**src/common/axi_pkg.sv**
```systemverilog
package axi_pkg;

  // Master side and slave side ID widths
  localparam int AXI_ID_BITS   = 4;
  localparam int AXI_IDS_BITS  = 8;

  localparam int AXI_ADDR_BITS = 32;
  localparam int AXI_DATA_BITS = 32;
  localparam int AXI_STRB_BITS = AXI_DATA_BITS / 8;

  localparam logic [1:0] AXI_RESP_OKAY   = 2'b00;
  localparam logic [1:0] AXI_RESP_DECERR = 2'b11;

  // Address map, 64 KiB per region
  localparam int REGION_BITS = 16;
  localparam logic [AXI_ADDR_BITS-1:0] IM_BASE = 32'h0000_0000;
  localparam logic [AXI_ADDR_BITS-1:0] DM_BASE = 32'h0001_0000;

endpackage

```
**src/common/axi_if.sv**
```systemverilog
`timescale 1ns/1ps

interface axi_if;
  import axi_pkg::*;

  logic [AXI_IDS_BITS-1:0]  arid;
  logic [AXI_ADDR_BITS-1:0] araddr;
  logic                     arvalid;
  logic                     arready;

  logic [AXI_IDS_BITS-1:0]  rid;
  logic [AXI_DATA_BITS-1:0] rdata;
  logic [1:0]               rresp;
  logic                     rvalid;
  logic                     rready;

  logic [AXI_IDS_BITS-1:0]  awid;
  logic [AXI_ADDR_BITS-1:0] awaddr;
  logic                     awvalid;
  logic                     awready;

  logic [AXI_DATA_BITS-1:0] wdata;
  logic [AXI_STRB_BITS-1:0] wstrb;
  logic                     wvalid;
  logic                     wready;

  logic [AXI_IDS_BITS-1:0]  bid;
  logic [1:0]               bresp;
  logic                     bvalid;
  logic                     bready;

  modport master (
    output arid, araddr, arvalid, rready, awid, awaddr, awvalid, wdata, wstrb, wvalid, bready,
    input  arready, rid, rdata, rresp, rvalid, awready, wready, bid, bresp, bvalid
  );

  modport slave (
    input  arid, araddr, arvalid, rready, awid, awaddr, awvalid, wdata, wstrb, wvalid, bready,
    output arready, rid, rdata, rresp, rvalid, awready, wready, bid, bresp, bvalid
  );

endinterface

```
**src/axi/axi_xbar.sv**
```systemverilog
`timescale 1ns/1ps

module axi_xbar (
  input  logic                              clk,
  input  logic                              rst_n,
  input  logic [axi_pkg::AXI_ID_BITS-1:0]   arid_m0,
  input  logic [axi_pkg::AXI_ADDR_BITS-1:0] araddr_m0,
  input  logic                              arvalid_m0,
  output logic                              arready_m0,
  output logic [axi_pkg::AXI_ID_BITS-1:0]   rid_m0,
  output logic [axi_pkg::AXI_DATA_BITS-1:0] rdata_m0,
  output logic [1:0]                        rresp_m0,
  output logic                              rvalid_m0,
  input  logic                              rready_m0,
  input  logic [axi_pkg::AXI_ID_BITS-1:0]   arid_m1,
  input  logic [axi_pkg::AXI_ADDR_BITS-1:0] araddr_m1,
  input  logic                              arvalid_m1,
  output logic                              arready_m1,
  output logic [axi_pkg::AXI_ID_BITS-1:0]   rid_m1,
  output logic [axi_pkg::AXI_DATA_BITS-1:0] rdata_m1,
  output logic [1:0]                        rresp_m1,
  output logic                              rvalid_m1,
  input  logic                              rready_m1,
  input  logic [axi_pkg::AXI_ID_BITS-1:0]   awid_m1,
  input  logic [axi_pkg::AXI_ADDR_BITS-1:0] awaddr_m1,
  input  logic                              awvalid_m1,
  output logic                              awready_m1,
  input  logic [axi_pkg::AXI_DATA_BITS-1:0] wdata_m1,
  input  logic [axi_pkg::AXI_STRB_BITS-1:0] wstrb_m1,
  input  logic                              wvalid_m1,
  output logic                              wready_m1,
  output logic [axi_pkg::AXI_ID_BITS-1:0]   bid_m1,
  output logic [1:0]                        bresp_m1,
  output logic                              bvalid_m1,
  input  logic                              bready_m1,
  axi_if.master                             s0,
  axi_if.master                             s1
);
  import axi_pkg::*;

  localparam int MI_BITS = AXI_IDS_BITS - AXI_ID_BITS;

  logic [1:0]               ar_hit_m0, ar_hit_m1, aw_hit;
  logic [1:0]               req_m0, req_m1, busy, sel, grant_q, ar_go;
  logic [1:0]               rd_out_q, ar_done, r_done, r_valid, r_ready;
  logic [1:0]               s0_r_hit, s1_r_hit, err_r_hit;
  logic                     aw_req, wr_out_q;
  logic                     err_rd_m0, err_rd_m1, err_wr, err_load, err_done;
  logic                     err_valid_q, err_write_q, err_master_q;
  logic [AXI_ID_BITS-1:0]   err_id_q;
  logic [AXI_ID_BITS-1:0]   r_id [2];
  logic [AXI_DATA_BITS-1:0] r_data [2];
  logic [1:0]               r_resp [2];

  // Bit 1 hits DM, bit 0 hits IM
  function automatic logic [1:0] region(input logic [AXI_ADDR_BITS-1:0] addr);
    return {addr[AXI_ADDR_BITS-1:REGION_BITS] == DM_BASE[AXI_ADDR_BITS-1:REGION_BITS],
            addr[AXI_ADDR_BITS-1:REGION_BITS] == IM_BASE[AXI_ADDR_BITS-1:REGION_BITS]};
  endfunction

  assign ar_hit_m0 = region(araddr_m0);
  assign ar_hit_m1 = region(araddr_m1);
  assign aw_hit    = region(awaddr_m1);

  // One read in flight per master, so each R source is unique
  assign req_m0 = {2{arvalid_m0 & ~rd_out_q[0]}} & ar_hit_m0;
  assign req_m1 = {2{arvalid_m1 & ~rd_out_q[1]}} & ar_hit_m1;
  assign busy   = {s1.rvalid | s1.bvalid, s0.rvalid | s0.bvalid};
  assign sel    = (req_m0 & req_m1 & grant_q) | (~req_m0 & req_m1);

  // Held off while the slave owes a response, which locks the grant
  assign s0.arvalid = ~busy[0] & (req_m0[0] | req_m1[0]);
  assign s0.arid    = sel[0] ? {MI_BITS'(1), arid_m1} : {MI_BITS'(0), arid_m0};
  assign s0.araddr  = sel[0] ? araddr_m1 : araddr_m0;
  assign s1.arvalid = ~busy[1] & (req_m0[1] | req_m1[1]);
  assign s1.arid    = sel[1] ? {MI_BITS'(1), arid_m1} : {MI_BITS'(0), arid_m0};
  assign s1.araddr  = sel[1] ? araddr_m1 : araddr_m0;
  assign ar_go      = {s1.arvalid & s1.arready, s0.arvalid & s0.arready};

  // Unmapped requests, M0 read first, then M1 read, then write
  assign err_rd_m0 = ~err_valid_q & arvalid_m0 & ~rd_out_q[0] & ~(|ar_hit_m0);
  assign err_rd_m1 = ~err_valid_q & arvalid_m1 & ~rd_out_q[1] & ~(|ar_hit_m1) & ~err_rd_m0;
  assign err_wr    = ~err_valid_q & aw_req & ~(|aw_hit) & ~err_rd_m0 & ~err_rd_m1;
  assign err_load  = err_rd_m0 | err_rd_m1 | err_wr;
  assign err_done  = err_valid_q & (err_write_q ? bready_m1 : r_ready[err_master_q]);

  assign arready_m0 = (|(ar_go & ~sel)) | err_rd_m0;
  assign arready_m1 = (|(ar_go & sel)) | err_rd_m1;
  assign ar_done    = {arvalid_m1 & arready_m1, arvalid_m0 & arready_m0};

  // Writes only come from M1, AW and W travel together
  assign aw_req     = awvalid_m1 & wvalid_m1 & ~wr_out_q;
  assign s0.awvalid = aw_req & aw_hit[0];
  assign s0.wvalid  = aw_req & aw_hit[0];
  assign s0.awid    = {MI_BITS'(1), awid_m1};
  assign s0.awaddr  = awaddr_m1;
  assign s0.wdata   = wdata_m1;
  assign s0.wstrb   = wstrb_m1;
  assign s0.bready  = bready_m1;
  assign s1.awvalid = aw_req & aw_hit[1];
  assign s1.wvalid  = aw_req & aw_hit[1];
  assign s1.awid    = {MI_BITS'(1), awid_m1};
  assign s1.awaddr  = awaddr_m1;
  assign s1.wdata   = wdata_m1;
  assign s1.wstrb   = wstrb_m1;
  assign s1.bready  = bready_m1;
  assign awready_m1 = (s0.awvalid & s0.awready) | (s1.awvalid & s1.awready) | err_wr;
  assign wready_m1  = (s0.wvalid & s0.wready) | (s1.wvalid & s1.wready) | err_wr;

  always_ff @(posedge clk or negedge rst_n) begin
    if (!rst_n) begin
      grant_q     <= 2'b00;
      rd_out_q    <= 2'b00;
      wr_out_q    <= 1'b0;
      err_valid_q <= 1'b0;
    end else begin
      grant_q     <= (grant_q & ~ar_go) | (~sel & ar_go);
      rd_out_q    <= (rd_out_q | ar_done) & ~r_done;
      wr_out_q    <= (wr_out_q | (awvalid_m1 & awready_m1)) & ~(bvalid_m1 & bready_m1);
      err_valid_q <= err_load | (err_valid_q & ~err_done);
    end
  end

  always_ff @(posedge clk) begin
    if (err_load) begin
      err_write_q  <= err_wr;
      err_master_q <= ~err_rd_m0;
      err_id_q     <= err_rd_m0 ? arid_m0 : (err_rd_m1 ? arid_m1 : awid_m1);
    end
  end

  // R goes back to the master in the upper ID bits
  assign r_ready   = {rready_m1, rready_m0};
  assign s0_r_hit  = {2{s0.rvalid}} & ((s0.rid[AXI_IDS_BITS-1:AXI_ID_BITS] != '0) ? 2'b10 : 2'b01);
  assign s1_r_hit  = {2{s1.rvalid}} & ((s1.rid[AXI_IDS_BITS-1:AXI_ID_BITS] != '0) ? 2'b10 : 2'b01);
  assign err_r_hit = {2{err_valid_q & ~err_write_q}} & (err_master_q ? 2'b10 : 2'b01);
  assign r_valid   = s0_r_hit | s1_r_hit | err_r_hit;
  assign r_done    = r_valid & r_ready;
  assign s0.rready = |(s0_r_hit & r_ready);
  assign s1.rready = |(s1_r_hit & r_ready);

  always_comb begin
    for (int m = 0; m < 2; m++) begin
      r_id[m]   = err_id_q;
      r_data[m] = '0;
      r_resp[m] = AXI_RESP_DECERR;
      if (s0_r_hit[m]) begin
        r_id[m]   = s0.rid[AXI_ID_BITS-1:0];
        r_data[m] = s0.rdata;
        r_resp[m] = s0.rresp;
      end else if (s1_r_hit[m]) begin
        r_id[m]   = s1.rid[AXI_ID_BITS-1:0];
        r_data[m] = s1.rdata;
        r_resp[m] = s1.rresp;
      end
    end
  end

  assign rvalid_m0 = r_valid[0];
  assign rid_m0    = r_id[0];
  assign rdata_m0  = r_data[0];
  assign rresp_m0  = r_resp[0];
  assign rvalid_m1 = r_valid[1];
  assign rid_m1    = r_id[1];
  assign rdata_m1  = r_data[1];
  assign rresp_m1  = r_resp[1];

  // Single write in flight, at most one B source
  assign bvalid_m1 = s0.bvalid | s1.bvalid | (err_valid_q & err_write_q);
  assign bid_m1    = s0.bvalid ? s0.bid[AXI_ID_BITS-1:0] :
                     (s1.bvalid ? s1.bid[AXI_ID_BITS-1:0] : err_id_q);
  assign bresp_m1  = s0.bvalid ? s0.bresp : (s1.bvalid ? s1.bresp : AXI_RESP_DECERR);

endmodule

```
**src/flat_wrapper.sv**
```systemverilog
// flat-port wrapper written by rule: the top's interface ports become plain ports
module axi_xbar_flat import axi_pkg::*;
  (clk, rst_n, arid_m0, araddr_m0, arvalid_m0, arready_m0, rid_m0, rdata_m0, rresp_m0, rvalid_m0, rready_m0, arid_m1, araddr_m1, arvalid_m1, arready_m1, rid_m1, rdata_m1, rresp_m1, rvalid_m1, rready_m1, awid_m1, awaddr_m1, awvalid_m1, awready_m1, wdata_m1, wstrb_m1, wvalid_m1, wready_m1, bid_m1, bresp_m1, bvalid_m1, bready_m1, s0_arid, s0_araddr, s0_arvalid, s0_rready, s0_awid, s0_awaddr, s0_awvalid, s0_wdata, s0_wstrb, s0_wvalid, s0_bready, s0_arready, s0_rid, s0_rdata, s0_rresp, s0_rvalid, s0_awready, s0_wready, s0_bid, s0_bresp, s0_bvalid, s1_arid, s1_araddr, s1_arvalid, s1_rready, s1_awid, s1_awaddr, s1_awvalid, s1_wdata, s1_wstrb, s1_wvalid, s1_bready, s1_arready, s1_rid, s1_rdata, s1_rresp, s1_rvalid, s1_awready, s1_wready, s1_bid, s1_bresp, s1_bvalid);
  axi_if s0_i ();
  axi_if s1_i ();
  input  logic clk;
  input  logic rst_n;
  input  logic [axi_pkg::AXI_ID_BITS-1:0] arid_m0;
  input  logic [axi_pkg::AXI_ADDR_BITS-1:0] araddr_m0;
  input  logic arvalid_m0;
  output logic arready_m0;
  output logic [axi_pkg::AXI_ID_BITS-1:0] rid_m0;
  output logic [axi_pkg::AXI_DATA_BITS-1:0] rdata_m0;
  output logic [1:0] rresp_m0;
  output logic rvalid_m0;
  input  logic rready_m0;
  input  logic [axi_pkg::AXI_ID_BITS-1:0] arid_m1;
  input  logic [axi_pkg::AXI_ADDR_BITS-1:0] araddr_m1;
  input  logic arvalid_m1;
  output logic arready_m1;
  output logic [axi_pkg::AXI_ID_BITS-1:0] rid_m1;
  output logic [axi_pkg::AXI_DATA_BITS-1:0] rdata_m1;
  output logic [1:0] rresp_m1;
  output logic rvalid_m1;
  input  logic rready_m1;
  input  logic [axi_pkg::AXI_ID_BITS-1:0] awid_m1;
  input  logic [axi_pkg::AXI_ADDR_BITS-1:0] awaddr_m1;
  input  logic awvalid_m1;
  output logic awready_m1;
  input  logic [axi_pkg::AXI_DATA_BITS-1:0] wdata_m1;
  input  logic [axi_pkg::AXI_STRB_BITS-1:0] wstrb_m1;
  input  logic wvalid_m1;
  output logic wready_m1;
  output logic [axi_pkg::AXI_ID_BITS-1:0] bid_m1;
  output logic [1:0] bresp_m1;
  output logic bvalid_m1;
  input  logic bready_m1;
  output wire logic [$bits(s0_i.arid)-1:0] s0_arid;
  output wire logic [$bits(s0_i.araddr)-1:0] s0_araddr;
  output wire logic [$bits(s0_i.arvalid)-1:0] s0_arvalid;
  output wire logic [$bits(s0_i.rready)-1:0] s0_rready;
  output wire logic [$bits(s0_i.awid)-1:0] s0_awid;
  output wire logic [$bits(s0_i.awaddr)-1:0] s0_awaddr;
  output wire logic [$bits(s0_i.awvalid)-1:0] s0_awvalid;
  output wire logic [$bits(s0_i.wdata)-1:0] s0_wdata;
  output wire logic [$bits(s0_i.wstrb)-1:0] s0_wstrb;
  output wire logic [$bits(s0_i.wvalid)-1:0] s0_wvalid;
  output wire logic [$bits(s0_i.bready)-1:0] s0_bready;
  input wire logic [$bits(s0_i.arready)-1:0] s0_arready;
  input wire logic [$bits(s0_i.rid)-1:0] s0_rid;
  input wire logic [$bits(s0_i.rdata)-1:0] s0_rdata;
  input wire logic [$bits(s0_i.rresp)-1:0] s0_rresp;
  input wire logic [$bits(s0_i.rvalid)-1:0] s0_rvalid;
  input wire logic [$bits(s0_i.awready)-1:0] s0_awready;
  input wire logic [$bits(s0_i.wready)-1:0] s0_wready;
  input wire logic [$bits(s0_i.bid)-1:0] s0_bid;
  input wire logic [$bits(s0_i.bresp)-1:0] s0_bresp;
  input wire logic [$bits(s0_i.bvalid)-1:0] s0_bvalid;
  output wire logic [$bits(s1_i.arid)-1:0] s1_arid;
  output wire logic [$bits(s1_i.araddr)-1:0] s1_araddr;
  output wire logic [$bits(s1_i.arvalid)-1:0] s1_arvalid;
  output wire logic [$bits(s1_i.rready)-1:0] s1_rready;
  output wire logic [$bits(s1_i.awid)-1:0] s1_awid;
  output wire logic [$bits(s1_i.awaddr)-1:0] s1_awaddr;
  output wire logic [$bits(s1_i.awvalid)-1:0] s1_awvalid;
  output wire logic [$bits(s1_i.wdata)-1:0] s1_wdata;
  output wire logic [$bits(s1_i.wstrb)-1:0] s1_wstrb;
  output wire logic [$bits(s1_i.wvalid)-1:0] s1_wvalid;
  output wire logic [$bits(s1_i.bready)-1:0] s1_bready;
  input wire logic [$bits(s1_i.arready)-1:0] s1_arready;
  input wire logic [$bits(s1_i.rid)-1:0] s1_rid;
  input wire logic [$bits(s1_i.rdata)-1:0] s1_rdata;
  input wire logic [$bits(s1_i.rresp)-1:0] s1_rresp;
  input wire logic [$bits(s1_i.rvalid)-1:0] s1_rvalid;
  input wire logic [$bits(s1_i.awready)-1:0] s1_awready;
  input wire logic [$bits(s1_i.wready)-1:0] s1_wready;
  input wire logic [$bits(s1_i.bid)-1:0] s1_bid;
  input wire logic [$bits(s1_i.bresp)-1:0] s1_bresp;
  input wire logic [$bits(s1_i.bvalid)-1:0] s1_bvalid;
  assign s0_arid = s0_i.arid;
  assign s0_araddr = s0_i.araddr;
  assign s0_arvalid = s0_i.arvalid;
  assign s0_rready = s0_i.rready;
  assign s0_awid = s0_i.awid;
  assign s0_awaddr = s0_i.awaddr;
  assign s0_awvalid = s0_i.awvalid;
  assign s0_wdata = s0_i.wdata;
  assign s0_wstrb = s0_i.wstrb;
  assign s0_wvalid = s0_i.wvalid;
  assign s0_bready = s0_i.bready;
  assign s0_i.arready = s0_arready;
  assign s0_i.rid = s0_rid;
  assign s0_i.rdata = s0_rdata;
  assign s0_i.rresp = s0_rresp;
  assign s0_i.rvalid = s0_rvalid;
  assign s0_i.awready = s0_awready;
  assign s0_i.wready = s0_wready;
  assign s0_i.bid = s0_bid;
  assign s0_i.bresp = s0_bresp;
  assign s0_i.bvalid = s0_bvalid;
  assign s1_arid = s1_i.arid;
  assign s1_araddr = s1_i.araddr;
  assign s1_arvalid = s1_i.arvalid;
  assign s1_rready = s1_i.rready;
  assign s1_awid = s1_i.awid;
  assign s1_awaddr = s1_i.awaddr;
  assign s1_awvalid = s1_i.awvalid;
  assign s1_wdata = s1_i.wdata;
  assign s1_wstrb = s1_i.wstrb;
  assign s1_wvalid = s1_i.wvalid;
  assign s1_bready = s1_i.bready;
  assign s1_i.arready = s1_arready;
  assign s1_i.rid = s1_rid;
  assign s1_i.rdata = s1_rdata;
  assign s1_i.rresp = s1_rresp;
  assign s1_i.rvalid = s1_rvalid;
  assign s1_i.awready = s1_awready;
  assign s1_i.wready = s1_wready;
  assign s1_i.bid = s1_bid;
  assign s1_i.bresp = s1_bresp;
  assign s1_i.bvalid = s1_bvalid;
  axi_xbar u_core (.clk(clk), .rst_n(rst_n), .arid_m0(arid_m0), .araddr_m0(araddr_m0), .arvalid_m0(arvalid_m0), .arready_m0(arready_m0), .rid_m0(rid_m0), .rdata_m0(rdata_m0), .rresp_m0(rresp_m0), .rvalid_m0(rvalid_m0), .rready_m0(rready_m0), .arid_m1(arid_m1), .araddr_m1(araddr_m1), .arvalid_m1(arvalid_m1), .arready_m1(arready_m1), .rid_m1(rid_m1), .rdata_m1(rdata_m1), .rresp_m1(rresp_m1), .rvalid_m1(rvalid_m1), .rready_m1(rready_m1), .awid_m1(awid_m1), .awaddr_m1(awaddr_m1), .awvalid_m1(awvalid_m1), .awready_m1(awready_m1), .wdata_m1(wdata_m1), .wstrb_m1(wstrb_m1), .wvalid_m1(wvalid_m1), .wready_m1(wready_m1), .bid_m1(bid_m1), .bresp_m1(bresp_m1), .bvalid_m1(bvalid_m1), .bready_m1(bready_m1), .s0(s0_i), .s1(s1_i));
endmodule
```
**config.mk**
```make
export PLATFORM = sky130hd
export DESIGN_NAME = axi_xbar_flat
export DESIGN_NICKNAME = d
export VERILOG_FILES = /design/src/common/axi_pkg.sv /design/src/common/axi_if.sv /design/src/axi/axi_xbar.sv /design/src/flat_wrapper.sv
export SDC_FILE = /design/constraint.sdc
export NUM_CORES = 1
export LEC_CHECK = 0
export BUFFER_PORTS_ARGS = -buffer_cell sky130_fd_sc_hd__buf_2
export CAP_MARGIN = 5
export CORE_AREA = 3 3 233 235
export CTS_CLUSTER_DIAMETER = 30
export CTS_CLUSTER_SIZE = 40
export DETAILED_ROUTE_END_ITERATION = 12
export DIE_AREA = 0 0 236 238
export PLACE_DENSITY_LB_ADDON = 0.3
export SETUP_SLACK_MARGIN = 0.5
export SLEW_MARGIN = 5
export SYNTH_ARGS = -nofsm -noshare
export SYNTH_HDL_FRONTEND = slang
export SYNTH_SLANG_ARGS = --single-unit
export TNS_END_PERCENT = 100
```
**constraint.sdc**
```tcl
create_clock -name clk -period 4.1 [get_ports clk]
set_clock_uncertainty 0.15 [all_clocks]
set_input_delay 0.615 -clock clk [delete_from_list [all_inputs] [get_ports clk]]
set_output_delay 0.615 -clock clk [all_outputs]
set_load 0.02 [all_outputs]
```
==> reports/results.ini <==
[routing]
first_pass_iters=4
num_vias=4674
post_drt_via_cell_ratio=3.20
first_iter_violations=98
wl_per_cell_microns=15.5
detail-route-antenna-nets=0
totalWireLength_mm=22.7
drc=0

[sta]
period_needed_ps=3380
maxSlewViolCount=0
final.period_utilization_pct=82.3
maxClockFrequency_mhz=296
tightest_slew_ps=1120
setup_viol=0
setup_total_negative_slack_ps=0
rsz0062_at_grt=false
worst_hold_slack_ps=61.9
rel_slew_slack_pct=24.9
hold_viol_final=0

[power]
power.total_mw=1.20
p_clk_share_pct=15.0
p_sw_mw=0.602
max_ir_drop_vdd_mv=0.116
internal-power_mw=0.601
share_seq_of_total_power_pct=21.5
p_per_area_nw_per_um2=206
netSwitchingFraction_pct=50.0
power.combinational.fraction_pct=63.5
power.leakage_nw=2.92

[clocking]
clock_tree.root_cell=clkbuf_16
clock_insertion_delay_worst_skew_ps=240
cts.htree.levels=1
post_cts_hold_buffer_count=0
cts-root-to-sink-buffers=2
cts_inserted_buffers=3
clk_pin_slew_ps=50
cts_tree=yes
cts_sinks=12

[critical_path]
endpoint=rdata_m1[27]
worst-setup-path-type=in -> out
timing.critical_path.to_type=output pin
timing.rr.start=u_core.rd_out_q[1]
crit_slowest_cell=nor4_2
worstRegToRegCells=3
crit_path_cell_trace=buf_2, nor4_2, buf_4, nor2b_4, nor2_2, buf_4, a22o_1, buf_2
highest_cell_delay_on_the_worst_timing_path_ps=470
worstSetupStartpointType=input port
timing.critical_path.arrival_ps=2610
critical_path_required_ps=3340
end_of_the_worst_register_to_register_path=u_core.err_master_q
reg2reg_setup_slack_ps=2240
crit_path_max_fanout=41
startpoint=s0_rid[5]

[floorplanning]
start_util_pct=7.48
floorplan.die_area_sq_um=56200
die_x_microns=236
num_io_pins=598
row_count=84
die_h_microns=238
placeableCoreArea_sq_um=52400

[synthesis]
synth.top_cell.area_share_pct=31.0
post_synth_main_area_contributors=buf_4 31%, a22o_1 15%, mux2_2 12%
ff_latch_count_synth=12
synthesized_area_divided_by_synthesized_cell_count_sq_um=7.75
synth_area_sq_um=3920
yosysSeqAreaShare_pct=8.42
gate_count_post_synth=506
ys.warnings.count=0
synth.largest_area_cell=buf_4
synthDistinctLibCells=44

[global_routing]
grt_pass1_wl_mm=30.5
groute.layer.met1.usage_pct=7.65
grt.met3_usage_pct=2.00
grt_pass1_vias=4607
gr-usage-met2_pct=13.6
top_usage_layer=met2
groute.usage.overall_pct=7.27
global_route.overflow_total=0
grt_antenna_before_repair=7
grt_max_degree=42

[hold_path]
worst_hold_path_type=in -> async

[placed_design]
dp_hpwl_mm=20.2
placed_cells_incl_taps=1448
port_buffers=419
place_congestion=0.821

[flow_run]
maxCapViolations=0

[final_layout]
final_common_cell=buf_2
final-instance-count-excl-fill=1459
area_growth_syn_to_layout_pct=49.0
drive_gt1_share_pct=64.7
final_net_count=1038
most_used_cells_in_the_layout_excluding_fill_and_tap_cells=419 x buf_2, 65 x a22o_1, 42 x mux2_2

[status]
run_status=completed

==> stage by stage <==
stage               worst slack [ps]  utilization [%]  instance area (sq um)
floorplan                       1110                -                   3970
global placement                 432             10.8                   5690
detailed placement               400             10.8                   5690
CTS                              545             11.1                   5810
global route                     548             11.1                   5840
finish                           724             11.1                   5840
==> logic make-up (layout without fill, tap and decap cells) <==
kind of cell	Yosys count	in the layout	synth area share, %
buf+inv	197	448	35.4
simple gates	133	134	18.7
compound gates	105	105	21.4
mux	57	57	15.9
flops	12	12	8.42
other cells	2	15	0.192
==> power groups by stage <==
| stage | clock [mW] | combinational (mW) | sequential [mW] |
|---|---|---|---|
| global placement | 0 | 0.772 | 0.272 |
| floorplan | 0 | 0.623 | 0.208 |
| global route | 0.187 | 0.833 | 0.275 |
| finish | 0.180 | 0.764 | 0.259 |
| CTS | 0.183 | 0.778 | 0.271 |
| detailed placement | 0 | 0.775 | 0.273 |
==> critical path, delay by kind of cell <==
family	cells	cell delay (ps)
buffers and inverters	4	900
AOI/OAI and AO/OA	1	260
and+or+nand+nor	3	800
==> repair_timing <==
item                                    CTS  global route
endpoints found under the setup margin   20            12
resized for setup                         2             1
pin swaps                                 1             1
setup buffers                             2             3
cloned                                    1             0
==> worst min-delay path by stage <==
stage / from / endpoint / cells after the start
3_3_place_gp: rst_n / u_core.err_valid_q / 1
2_1_floorplan: rst_n / asynchronous set/reset pin / 0
6_report: rst_n / asynchronous set/reset pin / 1
3_5_place_dp: rst_n / u_core.err_valid_q / 1
4_1_cts: rst_n / u_core.rd_out_q[1] / 1
5_1_grt: rst_n / u_core.wr_out_q / 1
==> cells in the mapped netlist, drive strengths merged <==
library cell and number:
a211o 1, a211oi 2, a21o 2, a21oi 6, a22o 65, a22oi 2, a31oi 4, a32oi 1
and2 2, and4 1, buf 174, clkbuf 17, conb 2, dfrtp 6, edfxtp 6, inv 6
mux2 42, mux2i 15, nand2 35, nand2b 7, nand3 8, nand3b 1, nand4 5, nor2 13
nor2b 35, nor3 9, nor3b 1, nor4 13, nor4b 1, o21a 1, o21ai 14, o22a 4
o311ai 2, o41ai 1, or3 1, or3b 1
==> final cells by class <==
class | count | area, sq um
clock buffers | 3 | 75.1
diodes | 1 | 2.50
well taps | 688 | 861
flip-flops and latches | 12 | 330
fillers | 6093 | 46600
repair buffers | 438 | 2250
clock inverters | 1 | 3.75
inverters | 6 | 22.5
multi-input cells | 310 | 2300
==> metal layers <==
metal	wire length [microns]	part of all wire [%]
met4	1010	4.5
met1	8130	36
met5	0	0
met2	11400	50
met3	2110	9.3
Power figures use the tool's default switching activity.
